`src/hdl/rs_params_pkg.sv`:
```
package rs_params_pkg;

    // ====================
    // Datapath widths
    // ====================

    // Operand and result word
    localparam int data_width = 32;

    // Physical register file address
    localparam int preg_width = 6;

    // Program counter carried with each instruction
    localparam int pc_width = 32;

    // ====================
    // Dependency tracking
    // ====================

    // Encoded producer tag of an operand
    localparam int tag_width = 3;

    // ALU result channels on the CDB, one per ALU
    localparam int num_alu_channels = 3;

    // The load channel is matched on destination register, so only its
    // register field is needed next to the data word

endpackage
```
`src/hdl/rs_types_pkg.sv`:
```
package rs_types_pkg;

    import rs_params_pkg::*;

    // Producer of an operand
    // For tag_load the operand data word holds the awaited physical register
    // in its low preg_width bits
    typedef enum logic [tag_width-1:0] {
        tag_alu0  = 3'b000,
        tag_alu1  = 3'b001,
        tag_alu2  = 3'b010,
        tag_load  = 3'b011,
        tag_ready = 3'b111
    } tag_t;

    // ALU operation, passed through to the functional unit untouched
    typedef enum logic [3:0] {
        op_add = 4'h0,
        op_sub = 4'h1,
        op_and = 4'h2,
        op_or  = 4'h3,
        op_xor = 4'h4,
        op_sll = 4'h5,
        op_srl = 4'h6,
        op_slt = 4'h7
    } alu_op_t;

endpackage

```
`src/hdl/reservation_station.sv`:
```
`timescale 1ns/1ps

// Single-entry reservation station for one ALU
module reservation_station
    import rs_params_pkg::*, rs_types_pkg::*;
(
    input  logic                  clk,
    input  logic                  reset,

    // Dispatch from decode
    input  logic                  dispatch_valid,
    output logic                  dispatch_ready,
    input  alu_op_t               dispatch_op,
    input  logic [pc_width-1:0]   dispatch_pc,
    input  logic [preg_width-1:0] dispatch_rd,
    input  tag_t                  a_tag,
    input  logic [data_width-1:0] a_data,
    input  tag_t                  b_tag,
    input  logic [data_width-1:0] b_data,

    // CDB
    input  logic                  cdb_valid_0,
    input  logic [data_width-1:0] cdb_data_0,
    input  logic                  cdb_valid_1,
    input  logic [data_width-1:0] cdb_data_1,
    input  logic                  cdb_valid_2,
    input  logic [data_width-1:0] cdb_data_2,
    input  logic                  cdb_valid_load,
    input  logic [preg_width-1:0] cdb_dest_load,
    input  logic [data_width-1:0] cdb_data_load,

    // Issue to the functional unit
    input  logic                  issue_ready,
    output logic                  issue_valid,
    output alu_op_t               issue_op,
    output logic [pc_width-1:0]   issue_pc,
    output logic [preg_width-1:0] issue_rd,
    output logic [data_width-1:0] issue_a,
    output logic [data_width-1:0] issue_b
);

    logic                  capture;
    logic                  release_entry;
    logic                  occupied;
    alu_op_t               held_op;
    logic [pc_width-1:0]   held_pc;
    logic [preg_width-1:0] held_rd;
    logic                  a_resolved;
    logic [data_width-1:0] a_value;
    logic                  b_resolved;
    logic [data_width-1:0] b_value;
    logic                  new_a_resolved;
    logic [data_width-1:0] new_a_value;
    logic                  new_b_resolved;
    logic [data_width-1:0] new_b_value;

    rs_entry entry0 (
        .clk(clk), .reset(reset), .capture(capture), .release_entry(release_entry),
        .dispatch_op(dispatch_op), .dispatch_pc(dispatch_pc), .dispatch_rd(dispatch_rd),
        .a_tag(a_tag), .a_data(a_data), .b_tag(b_tag), .b_data(b_data),
        .cdb_valid_0(cdb_valid_0), .cdb_data_0(cdb_data_0),
        .cdb_valid_1(cdb_valid_1), .cdb_data_1(cdb_data_1),
        .cdb_valid_2(cdb_valid_2), .cdb_data_2(cdb_data_2),
        .cdb_valid_load(cdb_valid_load), .cdb_dest_load(cdb_dest_load),
        .cdb_data_load(cdb_data_load),
        .occupied(occupied), .held_op(held_op), .held_pc(held_pc), .held_rd(held_rd),
        .a_resolved(a_resolved), .a_value(a_value),
        .b_resolved(b_resolved), .b_value(b_value),
        .new_a_resolved(new_a_resolved), .new_a_value(new_a_value),
        .new_b_resolved(new_b_resolved), .new_b_value(new_b_value)
    );

    issue_select select0 (
        .clk(clk), .reset(reset), .dispatch_valid(dispatch_valid),
        .issue_ready(issue_ready), .occupied(occupied),
        .held_op(held_op), .held_pc(held_pc), .held_rd(held_rd),
        .a_resolved(a_resolved), .a_value(a_value),
        .b_resolved(b_resolved), .b_value(b_value),
        .new_a_resolved(new_a_resolved), .new_a_value(new_a_value),
        .new_b_resolved(new_b_resolved), .new_b_value(new_b_value),
        .dispatch_op(dispatch_op), .dispatch_pc(dispatch_pc), .dispatch_rd(dispatch_rd),
        .dispatch_ready(dispatch_ready), .capture(capture), .release_entry(release_entry),
        .issue_valid(issue_valid), .issue_op(issue_op), .issue_pc(issue_pc),
        .issue_rd(issue_rd), .issue_a(issue_a), .issue_b(issue_b)
    );

endmodule

```
`src/hdl/issue_select.sv`:
```
`timescale 1ns/1ps

// Issue decision and the registered port to the functional unit
module issue_select
    import rs_params_pkg::*, rs_types_pkg::*;
(
    input  logic                  clk,
    input  logic                  reset,
    input  logic                  dispatch_valid,
    input  logic                  issue_ready,
    input  logic                  occupied,
    input  alu_op_t               held_op,
    input  logic [pc_width-1:0]   held_pc,
    input  logic [preg_width-1:0] held_rd,
    input  logic                  a_resolved,
    input  logic [data_width-1:0] a_value,
    input  logic                  b_resolved,
    input  logic [data_width-1:0] b_value,
    input  logic                  new_a_resolved,
    input  logic [data_width-1:0] new_a_value,
    input  logic                  new_b_resolved,
    input  logic [data_width-1:0] new_b_value,
    input  alu_op_t               dispatch_op,
    input  logic [pc_width-1:0]   dispatch_pc,
    input  logic [preg_width-1:0] dispatch_rd,
    output logic                  dispatch_ready,
    output logic                  capture,
    output logic                  release_entry,
    output logic                  issue_valid,
    output alu_op_t               issue_op,
    output logic [pc_width-1:0]   issue_pc,
    output logic [preg_width-1:0] issue_rd,
    output logic [data_width-1:0] issue_a,
    output logic [data_width-1:0] issue_b
);

    // What happens to the pipeline in the current cycle
    typedef enum logic [1:0] {
        sel_idle,
        sel_capture,
        sel_direct,
        sel_held
    } sel_t;

    logic enable;
    logic accept;
    logic held_issue;
    sel_t sel;

    // Keeps the station closed for the first cycle out of reset
    always_ff @(posedge clk or negedge reset) begin
        if (!reset)
            enable <= 1'b0;
        else
            enable <= 1'b1;
    end

    assign dispatch_ready = enable && !occupied && issue_ready;
    assign accept         = dispatch_valid && dispatch_ready;
    assign held_issue     = occupied && a_resolved && b_resolved && issue_ready;

    // ====================
    // Issue decision
    // ====================

    always_comb begin
        if (held_issue)
            sel = sel_held;
        else if (accept && new_a_resolved && new_b_resolved)
            sel = sel_direct;
        else if (accept)
            sel = sel_capture;
        else
            sel = sel_idle;
    end

    assign capture       = (sel == sel_capture);
    assign release_entry = (sel == sel_held);

    // ====================
    // Issue register
    // ====================

    always_ff @(posedge clk or negedge reset) begin
        if (!reset)
            issue_valid <= 1'b0;
        else
            issue_valid <= (sel == sel_direct) || (sel == sel_held);
    end

    always_ff @(posedge clk) begin
        case (sel)
            sel_held: begin
                issue_op <= held_op;
                issue_pc <= held_pc;
                issue_rd <= held_rd;
                issue_a  <= a_value;
                issue_b  <= b_value;
            end
            sel_direct: begin
                issue_op <= dispatch_op;
                issue_pc <= dispatch_pc;
                issue_rd <= dispatch_rd;
                issue_a  <= new_a_value;
                issue_b  <= new_b_value;
            end
            // Nothing issues, payload holds
            default: begin
            end
        endcase
    end

endmodule

```
`src/hdl/rs_entry.sv`:
```
`timescale 1ns/1ps

// The single held instruction with its operand tracking
module rs_entry
    import rs_params_pkg::*, rs_types_pkg::*;
(
    input  logic                  clk,
    input  logic                  reset,
    input  logic                  capture,
    input  logic                  release_entry,
    input  alu_op_t               dispatch_op,
    input  logic [pc_width-1:0]   dispatch_pc,
    input  logic [preg_width-1:0] dispatch_rd,
    input  tag_t                  a_tag,
    input  logic [data_width-1:0] a_data,
    input  tag_t                  b_tag,
    input  logic [data_width-1:0] b_data,
    input  logic                  cdb_valid_0,
    input  logic [data_width-1:0] cdb_data_0,
    input  logic                  cdb_valid_1,
    input  logic [data_width-1:0] cdb_data_1,
    input  logic                  cdb_valid_2,
    input  logic [data_width-1:0] cdb_data_2,
    input  logic                  cdb_valid_load,
    input  logic [preg_width-1:0] cdb_dest_load,
    input  logic [data_width-1:0] cdb_data_load,
    output logic                  occupied,
    output alu_op_t               held_op,
    output logic [pc_width-1:0]   held_pc,
    output logic [preg_width-1:0] held_rd,
    output logic                  a_resolved,
    output logic [data_width-1:0] a_value,
    output logic                  b_resolved,
    output logic [data_width-1:0] b_value,
    output logic                  new_a_resolved,
    output logic [data_width-1:0] new_a_value,
    output logic                  new_b_resolved,
    output logic [data_width-1:0] new_b_value
);

    logic [num_alu_channels-1:0] cdb_valid;
    tag_t                        a_tag_q;
    tag_t                        b_tag_q;
    logic [data_width-1:0]       a_data_q;
    logic [data_width-1:0]       b_data_q;

    assign cdb_valid = {cdb_valid_2, cdb_valid_1, cdb_valid_0};

    // ====================
    // Operand snooping
    // ====================

    // Held operands
    operand_snoop snoop_held_a (
        .held_tag(a_tag_q), .held_data(a_data_q), .cdb_valid(cdb_valid),
        .cdb_data_0(cdb_data_0), .cdb_data_1(cdb_data_1), .cdb_data_2(cdb_data_2),
        .cdb_valid_load(cdb_valid_load), .cdb_dest_load(cdb_dest_load),
        .cdb_data_load(cdb_data_load), .resolved(a_resolved), .value(a_value)
    );

    operand_snoop snoop_held_b (
        .held_tag(b_tag_q), .held_data(b_data_q), .cdb_valid(cdb_valid),
        .cdb_data_0(cdb_data_0), .cdb_data_1(cdb_data_1), .cdb_data_2(cdb_data_2),
        .cdb_valid_load(cdb_valid_load), .cdb_dest_load(cdb_dest_load),
        .cdb_data_load(cdb_data_load), .resolved(b_resolved), .value(b_value)
    );

    // Incoming operands, so a same-cycle broadcast is not missed
    operand_snoop snoop_new_a (
        .held_tag(a_tag), .held_data(a_data), .cdb_valid(cdb_valid),
        .cdb_data_0(cdb_data_0), .cdb_data_1(cdb_data_1), .cdb_data_2(cdb_data_2),
        .cdb_valid_load(cdb_valid_load), .cdb_dest_load(cdb_dest_load),
        .cdb_data_load(cdb_data_load), .resolved(new_a_resolved), .value(new_a_value)
    );

    operand_snoop snoop_new_b (
        .held_tag(b_tag), .held_data(b_data), .cdb_valid(cdb_valid),
        .cdb_data_0(cdb_data_0), .cdb_data_1(cdb_data_1), .cdb_data_2(cdb_data_2),
        .cdb_valid_load(cdb_valid_load), .cdb_dest_load(cdb_dest_load),
        .cdb_data_load(cdb_data_load), .resolved(new_b_resolved), .value(new_b_value)
    );

    // ====================
    // Entry state
    // ====================

    always_ff @(posedge clk or negedge reset) begin
        if (!reset) begin
            occupied <= 1'b0;
            a_tag_q  <= tag_ready;
            b_tag_q  <= tag_ready;
        end else begin
            if (capture) begin
                occupied <= 1'b1;
                a_tag_q  <= new_a_resolved ? tag_ready : a_tag;
                b_tag_q  <= new_b_resolved ? tag_ready : b_tag;
            end else if (release_entry) begin
                occupied <= 1'b0;
            end else if (occupied) begin
                // Mark each operand ready once its producer broadcasts
                if (a_resolved)
                    a_tag_q <= tag_ready;
                if (b_resolved)
                    b_tag_q <= tag_ready;
            end
        end
    end

    always_ff @(posedge clk) begin
        if (capture) begin
            held_op  <= dispatch_op;
            held_pc  <= dispatch_pc;
            held_rd  <= dispatch_rd;
            a_data_q <= new_a_resolved ? new_a_value : a_data;
            b_data_q <= new_b_resolved ? new_b_value : b_data;
        end else if (occupied) begin
            if (a_resolved)
                a_data_q <= a_value;
            if (b_resolved)
                b_data_q <= b_value;
        end
    end

endmodule

```
`src/hdl/operand_snoop.sv`:
```
`timescale 1ns/1ps

// Resolves one operand against the three ALU channels and the load channel
module operand_snoop
    import rs_params_pkg::*, rs_types_pkg::*;
(
    input  tag_t                        held_tag,
    input  logic [data_width-1:0]       held_data,
    input  logic [num_alu_channels-1:0] cdb_valid,
    input  logic [data_width-1:0]       cdb_data_0,
    input  logic [data_width-1:0]       cdb_data_1,
    input  logic [data_width-1:0]       cdb_data_2,
    input  logic                        cdb_valid_load,
    input  logic [preg_width-1:0]       cdb_dest_load,
    input  logic [data_width-1:0]       cdb_data_load,
    output logic                        resolved,
    output logic [data_width-1:0]       value
);

    logic load_match;

    // Loads are identified by their destination register
    assign load_match = cdb_valid_load && (held_data[preg_width-1:0] == cdb_dest_load);

    always_comb begin
        resolved = 1'b0;
        value    = held_data;
        case (held_tag)
            tag_ready: begin
                resolved = 1'b1;
            end
            tag_alu0: begin
                resolved = cdb_valid[0];
                if (cdb_valid[0])
                    value = cdb_data_0;
            end
            tag_alu1: begin
                resolved = cdb_valid[1];
                if (cdb_valid[1])
                    value = cdb_data_1;
            end
            tag_alu2: begin
                resolved = cdb_valid[2];
                if (cdb_valid[2])
                    value = cdb_data_2;
            end
            tag_load: begin
                resolved = load_match;
                if (load_match)
                    value = cdb_data_load;
            end
            // Unused encodings never resolve
            default: begin
                resolved = 1'b0;
            end
        endcase
    end

endmodule

```
`config.mk`:
```
export PLATFORM = sky130hd
export DESIGN_NAME = reservation_station
export DESIGN_NICKNAME = d
export VERILOG_FILES = /design/src/hdl/rs_params_pkg.sv /design/src/hdl/rs_types_pkg.sv /design/src/hdl/reservation_station.sv /design/src/hdl/issue_select.sv /design/src/hdl/rs_entry.sv /design/src/hdl/operand_snoop.sv
export SDC_FILE = /design/constraint.sdc
export NUM_CORES = 1
export LEC_CHECK = 0
export BUFFER_PORTS_ARGS = -buffer_cell sky130_fd_sc_hd__clkbuf_2
export CAP_MARGIN = 30
export CELL_PAD_IN_SITES_DETAIL_PLACEMENT = 1
export CELL_PAD_IN_SITES_GLOBAL_PLACEMENT = 1
export CORE_UTILIZATION = 42
export DETAILED_ROUTE_END_ITERATION = 6
export GPL_TIMING_DRIVEN = 0
export PLACE_DENSITY_LB_ADDON = 0.1
export RECOVER_POWER = 50
export SYNTH_ARGS = -nofsm -noshare
export SYNTH_HDL_FRONTEND = slang
export SYNTH_SLANG_ARGS = --single-unit
```
`constraint.sdc`:
```
create_clock -name clk -period 5.19 [get_ports clk]
set_input_delay 0.2595 -clock clk [delete_from_list [all_inputs] [get_ports clk]]
set_output_delay 0.2595 -clock clk [all_outputs]
set_load 0.005 [all_outputs]
```
==> load_flow_metrics.sql, run 1 <==
INSERT INTO impl_metrics (metric_group, metric, value, unit) VALUES
('setup_path', 'crit_type', 'in2reg', ''),
('logic_synthesis', 'number_of_nets_produced_by_synthesis', '2323', ''),
('logic_synthesis', 'number_of_enable_type_register_cells_in_the_synthesized_netlist', '212', ''),
('timing', 'max_slew_margin', '15.7', '%'),
('routing', 'drt_pass1_iterations', '5', ''),
('routing', 'vias_per_cell', '6.58', ''),
('clock_tree', 'postCtsSetupBuffers', '0', ''),
('floorplanning', 'die_area', '43200', 'µm²'),
('setup_path', 'cpMaxStageDelayCell', 'sky130_fd_sc_hd__clkbuf_1', ''),
('logic_synthesis', 'synth_seq_cells', '221', ''),
('floorplanning', 'floorplan.initialDensity', '42.5', '%'),
('grt', 'globalRouteTotalUtil', '40.8', '%'),
('logic_synthesis', 'yosysSeqAreaShare', '37.1', '%'),
('grt', 'antenna_violations_before_repair', '4', ''),
('clock_tree', 'clkSinkCount', '221', ''),
('final_layout', 'final_core_utilization', '51.2', '%'),
('setup_path', 'path_cells', 'dlygate4sd3_1, clkbuf_1, nand2_1, or3b_1, o32ai_1, nor3_1, nor2_1, clkbuf_1, buf_6, inv_1, buf_12', ''),
('routing', 'initialDrtViolationCount', '2166', ''),
('clock_tree', 'post_cts_resize_count', '0', ''),
('clock_tree', 'tritoncts.num_buffers', '28', ''),
('timing', 'tightest_slew', '1250', 'ps'),
('power', 'cellLeakagePower', '8.18', 'nW'),
('setup_path', 'setup.worst_path.end_class', 'flop', ''),
('floorplanning', 'coreArea', '41900', 'µm²'),
('clock_tree', 'clock_root_cell', 'sky130_fd_sc_hd__clkbuf_16', ''),
('power', 'maximum_resistive_drop_on_vdd', '0.288', 'mV'),
('routing', 'drc_errors', '0', ''),
('logic_synthesis', 'async_reset_ff_share', '4.07', '%'),
('placed_design', 'place.gp.congestion', '0.923', ''),
('power', 'pwr_density_cell', '384', 'nW/µm²'),
('placed_design', 'dp.final_hpwl', '62300', 'µm'),
('logic_synthesis', 'synth_ff_type', 'sky130_fd_sc_hd__edfxtp_1', ''),
('logic_synthesis', 'synth_top_area_share', '35.8', '%'),
('setup_path', 'max_stage_delay', '870', 'ps'),
('logic_synthesis', 'syn_avg_cell_area', '8.60', 'µm²'),
('outcome', 'run_status', 'finished, final reports clean', ''),
('clock_tree', 'clk_latency', '590', 'ps'),
('clock_tree', 'clk_transition_reported_paths', '70', 'ps'),
('floorplanning', 'io_pins', '362', ''),
('grt', 'grt_pass1_wl', '132000', 'µm'),
('grt', 'maximum_number_of_pins_on_one_net_before_global_route_repair', '62', ''),
('logic_synthesis', 'synth.lib_cells_used.distinct', '48', ''),
('final_layout', 'fin_cells', '3068', ''),
('floorplanning', 'die_h', '208', 'µm'),
('routing', 'postRouteAntennaNets', '0', ''),
('logic_synthesis', 'synthesis.area', '17800', 'µm²'),
('routing', 'wirelength', '90600', 'µm'),
('floorplanning', 'rows', '75', ''),
('final_layout', 'layout_area_overhead', '20.5', '%'),
('setup_path', 'crit_path_start_kind', 'input port', ''),
('timing', 'timing.final.max_slew_violations', '0', ''),
('setup_path', 'number_of_buffer_and_inverter_stages_on_the_critical_path', '6', ''),
('timing', 'rsz_0062_raised_after_global_routing', 'no', ''),
('timing', 'post-route-worst-setup-slack', '1000', 'ps'),
('timing', 'setup_viol', '0', ''),
('timing', 'final.setup_skew', '17.4', 'ps'),
('setup_path', 'critical_path_required', '5510', 'ps'),
('setup_path', 'critPathArrivalTime', '4500', 'ps'),
('logic_synthesis', 'synthCells', '2069', ''),
('logic_synthesis', 'synth.yosys.warnings', '0', ''),
('setup_path', 'critPathTopFamily', 'buffers and inverters', ''),
('logic_synthesis', 'synthDominantAreaCellType', 'sky130_fd_sc_hd__edfxtp_1', ''),
('timing', 'min_period', '4190', 'ps'),
('placed_design', 'buffer_ports.inserted', '355', ''),
('final_layout', 'layout.cells.most_common_list', 'sky130_fd_sc_hd__a21oi_1, sky130_fd_sc_hd__nand2b_1, sky130_fd_sc_hd__clkbuf_1, sky130_fd_sc_hd__clkbuf_2, sky130_fd_sc_hd__edfxtp_1', ''),
('setup_path', 'highest_fanout_seen_on_the_critical_path', '38', ''),
('final_layout', 'drive_gt1_share', '12.2', '%'),
('final_layout', 'layout.nets', '2756', ''),
('hold_path', 'hold_class', 'in2reg', ''),
('job', 'max-cap-violations', '0', ''),
('placed_design', 'post-place-cells', '2967', '');
metrics by stage:
| stage | TNS (ps) | area (µm²) | total power [W] |
|---|---|---|---|
| CTS | 0 | 21600 | 0.00813 |
| detailed placement | 0 | 20300 | 0.00622 |
| floorplan | 0 | 17800 | 0.00486 |
| finish | 0 | 21400 | 0.00823 |
| global route | 0 | 21400 | 0.00850 |
| global placement | -173100 | 20200 | 0.00604 |
cell usage after synthesis, types with 2 or more instances:
cell,n
sky130_fd_sc_hd__a21oi_1,515
sky130_fd_sc_hd__nand2b_1,396
sky130_fd_sc_hd__edfxtp_1,212
sky130_fd_sc_hd__clkbuf_1,147
sky130_fd_sc_hd__nor3_1,134
sky130_fd_sc_hd__mux2i_1,132
sky130_fd_sc_hd__o2bb2ai_1,129
sky130_fd_sc_hd__nand2_1,106
sky130_fd_sc_hd__o21ai_0,100
sky130_fd_sc_hd__mux2_1,42
sky130_fd_sc_hd__o31ai_1,35
sky130_fd_sc_hd__xnor2_1,18
sky130_fd_sc_hd__buf_1,13
sky130_fd_sc_hd__buf_6,13
sky130_fd_sc_hd__inv_1,8
sky130_fd_sc_hd__or2_2,7
sky130_fd_sc_hd__dfstp_2,6
sky130_fd_sc_hd__xor2_1,6
sky130_fd_sc_hd__nor2_1,5
sky130_fd_sc_hd__nand3_1,4
sky130_fd_sc_hd__buf_2,3
sky130_fd_sc_hd__buf_4,3
sky130_fd_sc_hd__dfrtp_1,3
sky130_fd_sc_hd__nand4_1,3
sky130_fd_sc_hd__or3_1,3
sky130_fd_sc_hd__a2bb2oi_1,2
sky130_fd_sc_hd__nor3b_1,2
sky130_fd_sc_hd__o32a_1,2
worst register-to-register path, delay by kind of cell (launching register included):
family          cells  cell delay (ps)
compound gates      1              170
buf+inv             4             1640
flops               1              470
simple gates        4             1100
logic make-up after synthesis:
family / share of synthesized area [%]
mux: 10.2
buf+inv: 4.58
compound gates: 25.8
xor+xnor: 1.18
flops: 37.1
simple gates: 21.1
other cells: 0.0211
power by group:
| group | internal, W | leakage (nW) | switching [W] |
|---|---|---|---|
| clock network | 0.00104 | 0.404 | 0.000889 |
| logic | 0.00101 | 5.70 | 0.00199 |
| registers | 0.00286 | 2.08 | 0.000445 |
| total | 0.00490 | 8.18 | 0.00332 |
cell type report:
type	instances	area [µm²]
diodes	6	15.0
plain buffers	179	744
clock buffers	35	727
clock inverters	16	108
fillers	5181	20400
inverters	8	30.0
multi-input cells	1661	10400
flip-flops and latches	221	6600
well taps	539	674
repair buffers	403	2170
sequential cells by signal, indices dropped and copies added (netlist names):
register             cells
entry0.b_tag_q           3
select0.enable           1
select0.issue_valid      1
entry0.a_tag_q           3
entry0.occupied          1
entry0.a_data_q         32
select0.issue_pc        32
entry0.held_pc          32
entry0.held_rd           6
entry0.b_data_q         32
entry0.held_op           4
select0.issue_rd         6
select0.issue_op         4
select0.issue_a         32
select0.issue_b         32
repair_timing:
item                                   in CTS  in global routing
endpoints found under the hold margin      86                  0
hold buffers                               44                  0
setup endpoints to repair                   0                  0
path summary, 6_finish.rpt:
kind                                     from              endpoint  slack, ps  depth (start not counted)
max in group asynchronous               reset        select0.enable       4580                          2
min reg2reg                entry0.held_pc[31]  select0.issue_pc[31]        540                          1
min                                  b_tag[0]     entry0.b_tag_q[0]         60                          2
max reg2reg                   entry0.occupied     entry0.held_op[1]       1520                          9
min in group asynchronous               reset   select0.issue_valid        210                          2
max                                  b_tag[1]     entry0.held_op[1]       1000                         11
metal layers:
metal  routed length, µm  up-vias  track usage [%]
met3                9000      333             8.09
met5                  16        -                0
met4                4690        2             20.0
met2               41400     1360             65.6
met1               35500    10000             52.3
li1                    -     8491                -
Power figures use the tool's default switching activity.
==> run 2, diff against run 1 <==
--- a/config.mk
+++ b/config.mk
@@ -5,11 +5,12 @@
 export SDC_FILE = /design/constraint.sdc
 export NUM_CORES = 1
 export LEC_CHECK = 0
+export ABC_AREA = 1
 export BUFFER_PORTS_ARGS = -buffer_cell sky130_fd_sc_hd__clkbuf_2
 export CAP_MARGIN = 30
 export CELL_PAD_IN_SITES_DETAIL_PLACEMENT = 1
 export CELL_PAD_IN_SITES_GLOBAL_PLACEMENT = 1
-export CORE_UTILIZATION = 42
+export CORE_UTILIZATION = 36
 export DETAILED_ROUTE_END_ITERATION = 6
 export GPL_TIMING_DRIVEN = 0
 export PLACE_DENSITY_LB_ADDON = 0.1
==> constraint.sdc (replaced) <==
create_clock -name clk -period 3.4 [get_ports clk]
set_input_delay 0.17 -clock clk [delete_from_list [all_inputs] [get_ports clk]]
set_output_delay 0.17 -clock clk [all_outputs]
set_load 0.005 [all_outputs]
==> load_flow_metrics.sql, run 2 <==
INSERT INTO impl_metrics (metric_group, metric, value, unit) VALUES
('clock_tree', 'cts_tree', 'done', ''),
('grt', 'globalRouteTotalUtil', '46.7', '%'),
('logic_synthesis', 'synthDominantAreaCellType', 'sky130_fd_sc_hd__edfxtp_1', ''),
('floorplanning', 'coreArea', '47000', 'µm²'),
('timing', 'period_share', '104', '%'),
('timing', 'timing.final.max_slew_violations', '0', ''),
('floorplanning', 'die_h', '221', 'µm'),
('logic_synthesis', 'number_of_nets_produced_by_synthesis', '2674', ''),
('timing', 'min_period', '3520', 'ps'),
('setup_path', 'worst_r2r_path_cells', '10', ''),
('grt', 'grt_pass1_wl', '165000', 'µm'),
('floorplanning', 'io_pins', '362', ''),
('hold_path', 'hold-path-endpoint', 'entry0.a_tag_q[0]', ''),
('placed_design', 'buffer_ports.inserted', '357', ''),
('floorplanning', 'chipWidth', '221', 'µm'),
('outcome', 'run_status', 'complete, but fails checks', ''),
('logic_synthesis', 'async_reset_ff_share', '4.07', '%'),
('logic_synthesis', 'synth_seq_cells', '221', ''),
('grt', 'antenna_violations_before_repair', '6', ''),
('final_layout', 'num-fill-cells', '6107', ''),
('routing', 'drt_pass1_iterations', '5', ''),
('grt', 'overflow_left_after_global_routing', '0', ''),
('timing', 'final.setup_skew', '23.6', 'ps'),
('logic_synthesis', 'synth_ff_type', 'sky130_fd_sc_hd__edfxtp_1', ''),
('floorplanning', 'floorplan.initialDensity', '36.7', '%'),
('final_layout', 'final_core_utilization', '46.2', '%'),
('floorplanning', 'die_area', '48800', 'µm²'),
('timing', 'setup_viol', '36', ''),
('timing', 'max_slew_margin', '16.9', '%'),
('routing', 'wl_per_cell', '33.5', 'µm'),
('logic_synthesis', 'synth.yosys.warnings', '0', ''),
('setup_path', 'crit_type', 'reg2reg', ''),
('logic_synthesis', 'synthTopCellsByArea', 'sky130_fd_sc_hd__edfxtp_1, sky130_fd_sc_hd__nand2_1, sky130_fd_sc_hd__o211ai_1', ''),
('grt', 'maximum_number_of_pins_on_one_net_before_global_route_repair', '55', ''),
('clock_tree', 'clk_transition_reported_paths', '60', 'ps'),
('clock_tree', 'clock_root_cell', 'sky130_fd_sc_hd__clkbuf_16', ''),
('grt', 'via_count_of_the_first_global_routing_pass', '23200', ''),
('routing', 'drc_errors', '0', ''),
('power', 'maximum_resistive_drop_on_vdd', '0.569', 'mV'),
('final_layout', 'drive_gt1_share', '14.2', '%'),
('logic_synthesis', 'synth_top_area_share', '36.9', '%'),
('routing', 'wirelength', '118000', 'µm'),
('logic_synthesis', 'synth.most_common_cell', 'sky130_fd_sc_hd__nand2_1', ''),
('timing', 'post-route-worst-setup-slack', '-122', 'ps'),
('placed_design', 'place.gp.congestion', '1.03', ''),
('routing', 'routed-via-count', '23500', ''),
('clock_tree', 'tritoncts.num_buffers', '28', ''),
('power', 'pwr_density_cell', '742', 'nW/µm²'),
('hold_path', 'worst_hold_path.num_cells', '5', ''),
('timing', 'setup-tns-final', '-1350', 'ps'),
('final_layout', 'layout_area_overhead', '25.7', '%'),
('timing', 'tightest_slew', '1250', 'ps'),
('clock_tree', 'clk_latency', '600', 'ps'),
('job', 'max-cap-violations', '0', ''),
('logic_synthesis', 'yosysSeqAreaShare', '38.2', '%'),
('routing', 'postRouteAntennaNets', '0', ''),
('outcome', 'violations', 'negative setup slack', ''),
('hold_path', 'min-delay-start', 'a_tag[0]', ''),
('final_layout', 'multi_input_comb_area', '9130', 'µm²'),
('timing', 'rsz_0062_raised_after_global_routing', 'no', ''),
('final_layout', 'layout.area.seq', '6600', 'µm²'),
('floorplanning', 'rows', '79', ''),
('logic_synthesis', 'synth.lib_cells_used.distinct', '33', ''),
('final_layout', 'layout.nets', '3142', ''),
('final_layout', 'final_common_cell', 'sky130_fd_sc_hd__nand2_1', ''),
('placed_design', 'place_worst_setup_slack', '-506', 'ps'),
('clock_tree', 'clkSinkCount', '221', ''),
('setup_path', 'crit_path_start_kind', 'flop', ''),
('logic_synthesis', 'synthesis.area', '17300', 'µm²'),
('logic_synthesis', 'number_of_enable_type_register_cells_in_the_synthesized_netlist', '212', ''),
('clock_tree', 'cts_buffer_depth', '3', ''),
('hold_path', 'hold_class', 'in2reg', ''),
('routing', 'vias_per_cell', '6.67', ''),
('setup_path', 'setup.worst_path.end_class', 'flop', ''),
('setup_path', 'worstReg2RegStart', 'entry0.b_tag_q[2]', ''),
('placed_design', 'post-place-cells', '3400', ''),
('clock_tree', 'htreeDepth', '1', ''),
('logic_synthesis', 'syn_avg_cell_area', '7.13', 'µm²'),
('placed_design', 'dp.final_hpwl', '84200', 'µm'),
('routing', 'initialDrtViolationCount', '3327', ''),
('final_layout', 'fin_cells', '3520', ''),
('power', 'cellLeakagePower', '9.36', 'nW'),
('setup_path', 'highest_fanout_seen_on_the_critical_path', '10', ''),
('setup_path', 'critPathArrivalTime', '3950', 'ps'),
('setup_path', 'flop2flop_setup_slack', '-120', 'ps'),
('timing', 'fmax', '284', 'MHz'),
('timing', 'final-hold-violation-count', '0', ''),
('setup_path', 'worst_r2r_endpoint', 'select0.issue_b[31]', ''),
('logic_synthesis', 'synth_commonest_cells', 'sky130_fd_sc_hd__nand2_1, sky130_fd_sc_hd__inv_1, sky130_fd_sc_hd__edfxtp_1', ''),
('logic_synthesis', 'synthCells', '2420', ''),
('power', 'tot_pwr', '0.0161', 'W'),
('setup_path', 'critical_path_required', '3830', 'ps'),
('final_layout', 'layout.cells.most_common_list', 'sky130_fd_sc_hd__nand2_1, sky130_fd_sc_hd__clkbuf_2, sky130_fd_sc_hd__clkbuf_1, sky130_fd_sc_hd__inv_1, sky130_fd_sc_hd__edfxtp_1', '');
==> run 2: layout make-up <==
class                           count  area share, %
Tap cell                          607           3.50
Buffer                            179           3.51
Timing Repair Buffer              435           12.0
Inverter                          232           4.02
Sequential cell                   221           30.4
Multi-Input combinational cell   1791           42.1
Clock inverter                     18           1.03
Clock buffer                       31           3.38
Antenna cell                        6         0.0692
==> run 2: stage by stage <==
| step | hold WS, ps | area (µm²) |
|---|---|---|
| 2_1_floorplan | -126 | 17300 |
| 3_3_place_gp | 36.1 | 19800 |
| 3_5_place_dp | 38.1 | 20100 |
| 4_1_cts | 6.34 | 21600 |
| 5_1_grt | 42.7 | 21700 |
| 6_report | 9.02 | 21700 |
==> run 2: critical path: stages, from the launching register on <==
cell and delay, ps:
sky130_fd_sc_hd__dfstp_2 360, sky130_fd_sc_hd__buf_2 230, sky130_fd_sc_hd__inv_1 130, sky130_fd_sc_hd__buf_4 330, sky130_fd_sc_hd__nand3_2 440, sky130_fd_sc_hd__inv_1 730
sky130_fd_sc_hd__buf_2 560, sky130_fd_sc_hd__o211ai_1 160, sky130_fd_sc_hd__o2111ai_1 170, sky130_fd_sc_hd__nand2_1 80, sky130_fd_sc_hd__nand2_1 130
==> run 2: layer usage <==
layer	global-route usage, %	vias up	wire (µm)
li1	-	9495	-
met4	29.1	2	8800
met1	59.7	11400	45000
met2	70.4	2027	49500
met3	12.1	533	14600
met5	0	-	10
==> run 2: repair_timing <==
action,4_1_cts,5_1_grt
pin swaps,2,2
endpoints found under the setup margin,141,106
endpoints found under the hold margin,95,0
hold buffers,45,0
resized for setup,6,3
buffers inserted,3,0
gates cloned,1,2
==> run 2: cells by family (layout without fill, tap and decap cells) <==
group / Yosys count / count (layout) / share of synthesized area, %
XOR/XNOR: 2 / 2 / 0.102
other: 1 / 7 / 0.0217
buffers and inverters: 411 / 895 / 9.51
flip-flops: 221 / 221 / 38.2
AO/OA/AOI/OAI: 735 / 735 / 27.9
AND/OR/NAND/NOR: 1050 / 1053 / 24.2
==> run 2: worst max-delay path by stage <==
stage | start | to | slack, ps | cells after the start
after floorplan | entry0.b_tag_q[2] | select0.issue_a[0] | 140 | 10
after global placement | entry0.b_tag_q[2] | entry0.b_data_q[13] | -2420 | 9
after detailed placement | entry0.a_tag_q[1] | select0.issue_b[7] | -510 | 10
after CTS | entry0.b_tag_q[2] | select0.issue_a[7] | 60 | 10
after global routing | a_tag[1] | entry0.b_data_q[21] | 30 | 12
final | entry0.b_tag_q[2] | select0.issue_b[31] | -120 | 10
==> run 2: power by group <==
| group | leakage, nW | switching [W] | internal [W] |
|---|---|---|---|
| clock | 0.466 | 0.00139 | 0.00192 |
| sequential | 2.05 | 0.000506 | 0.00437 |
| combinational | 6.84 | 0.00562 | 0.00228 |
| total | 9.36 | 0.00752 | 0.00857 |
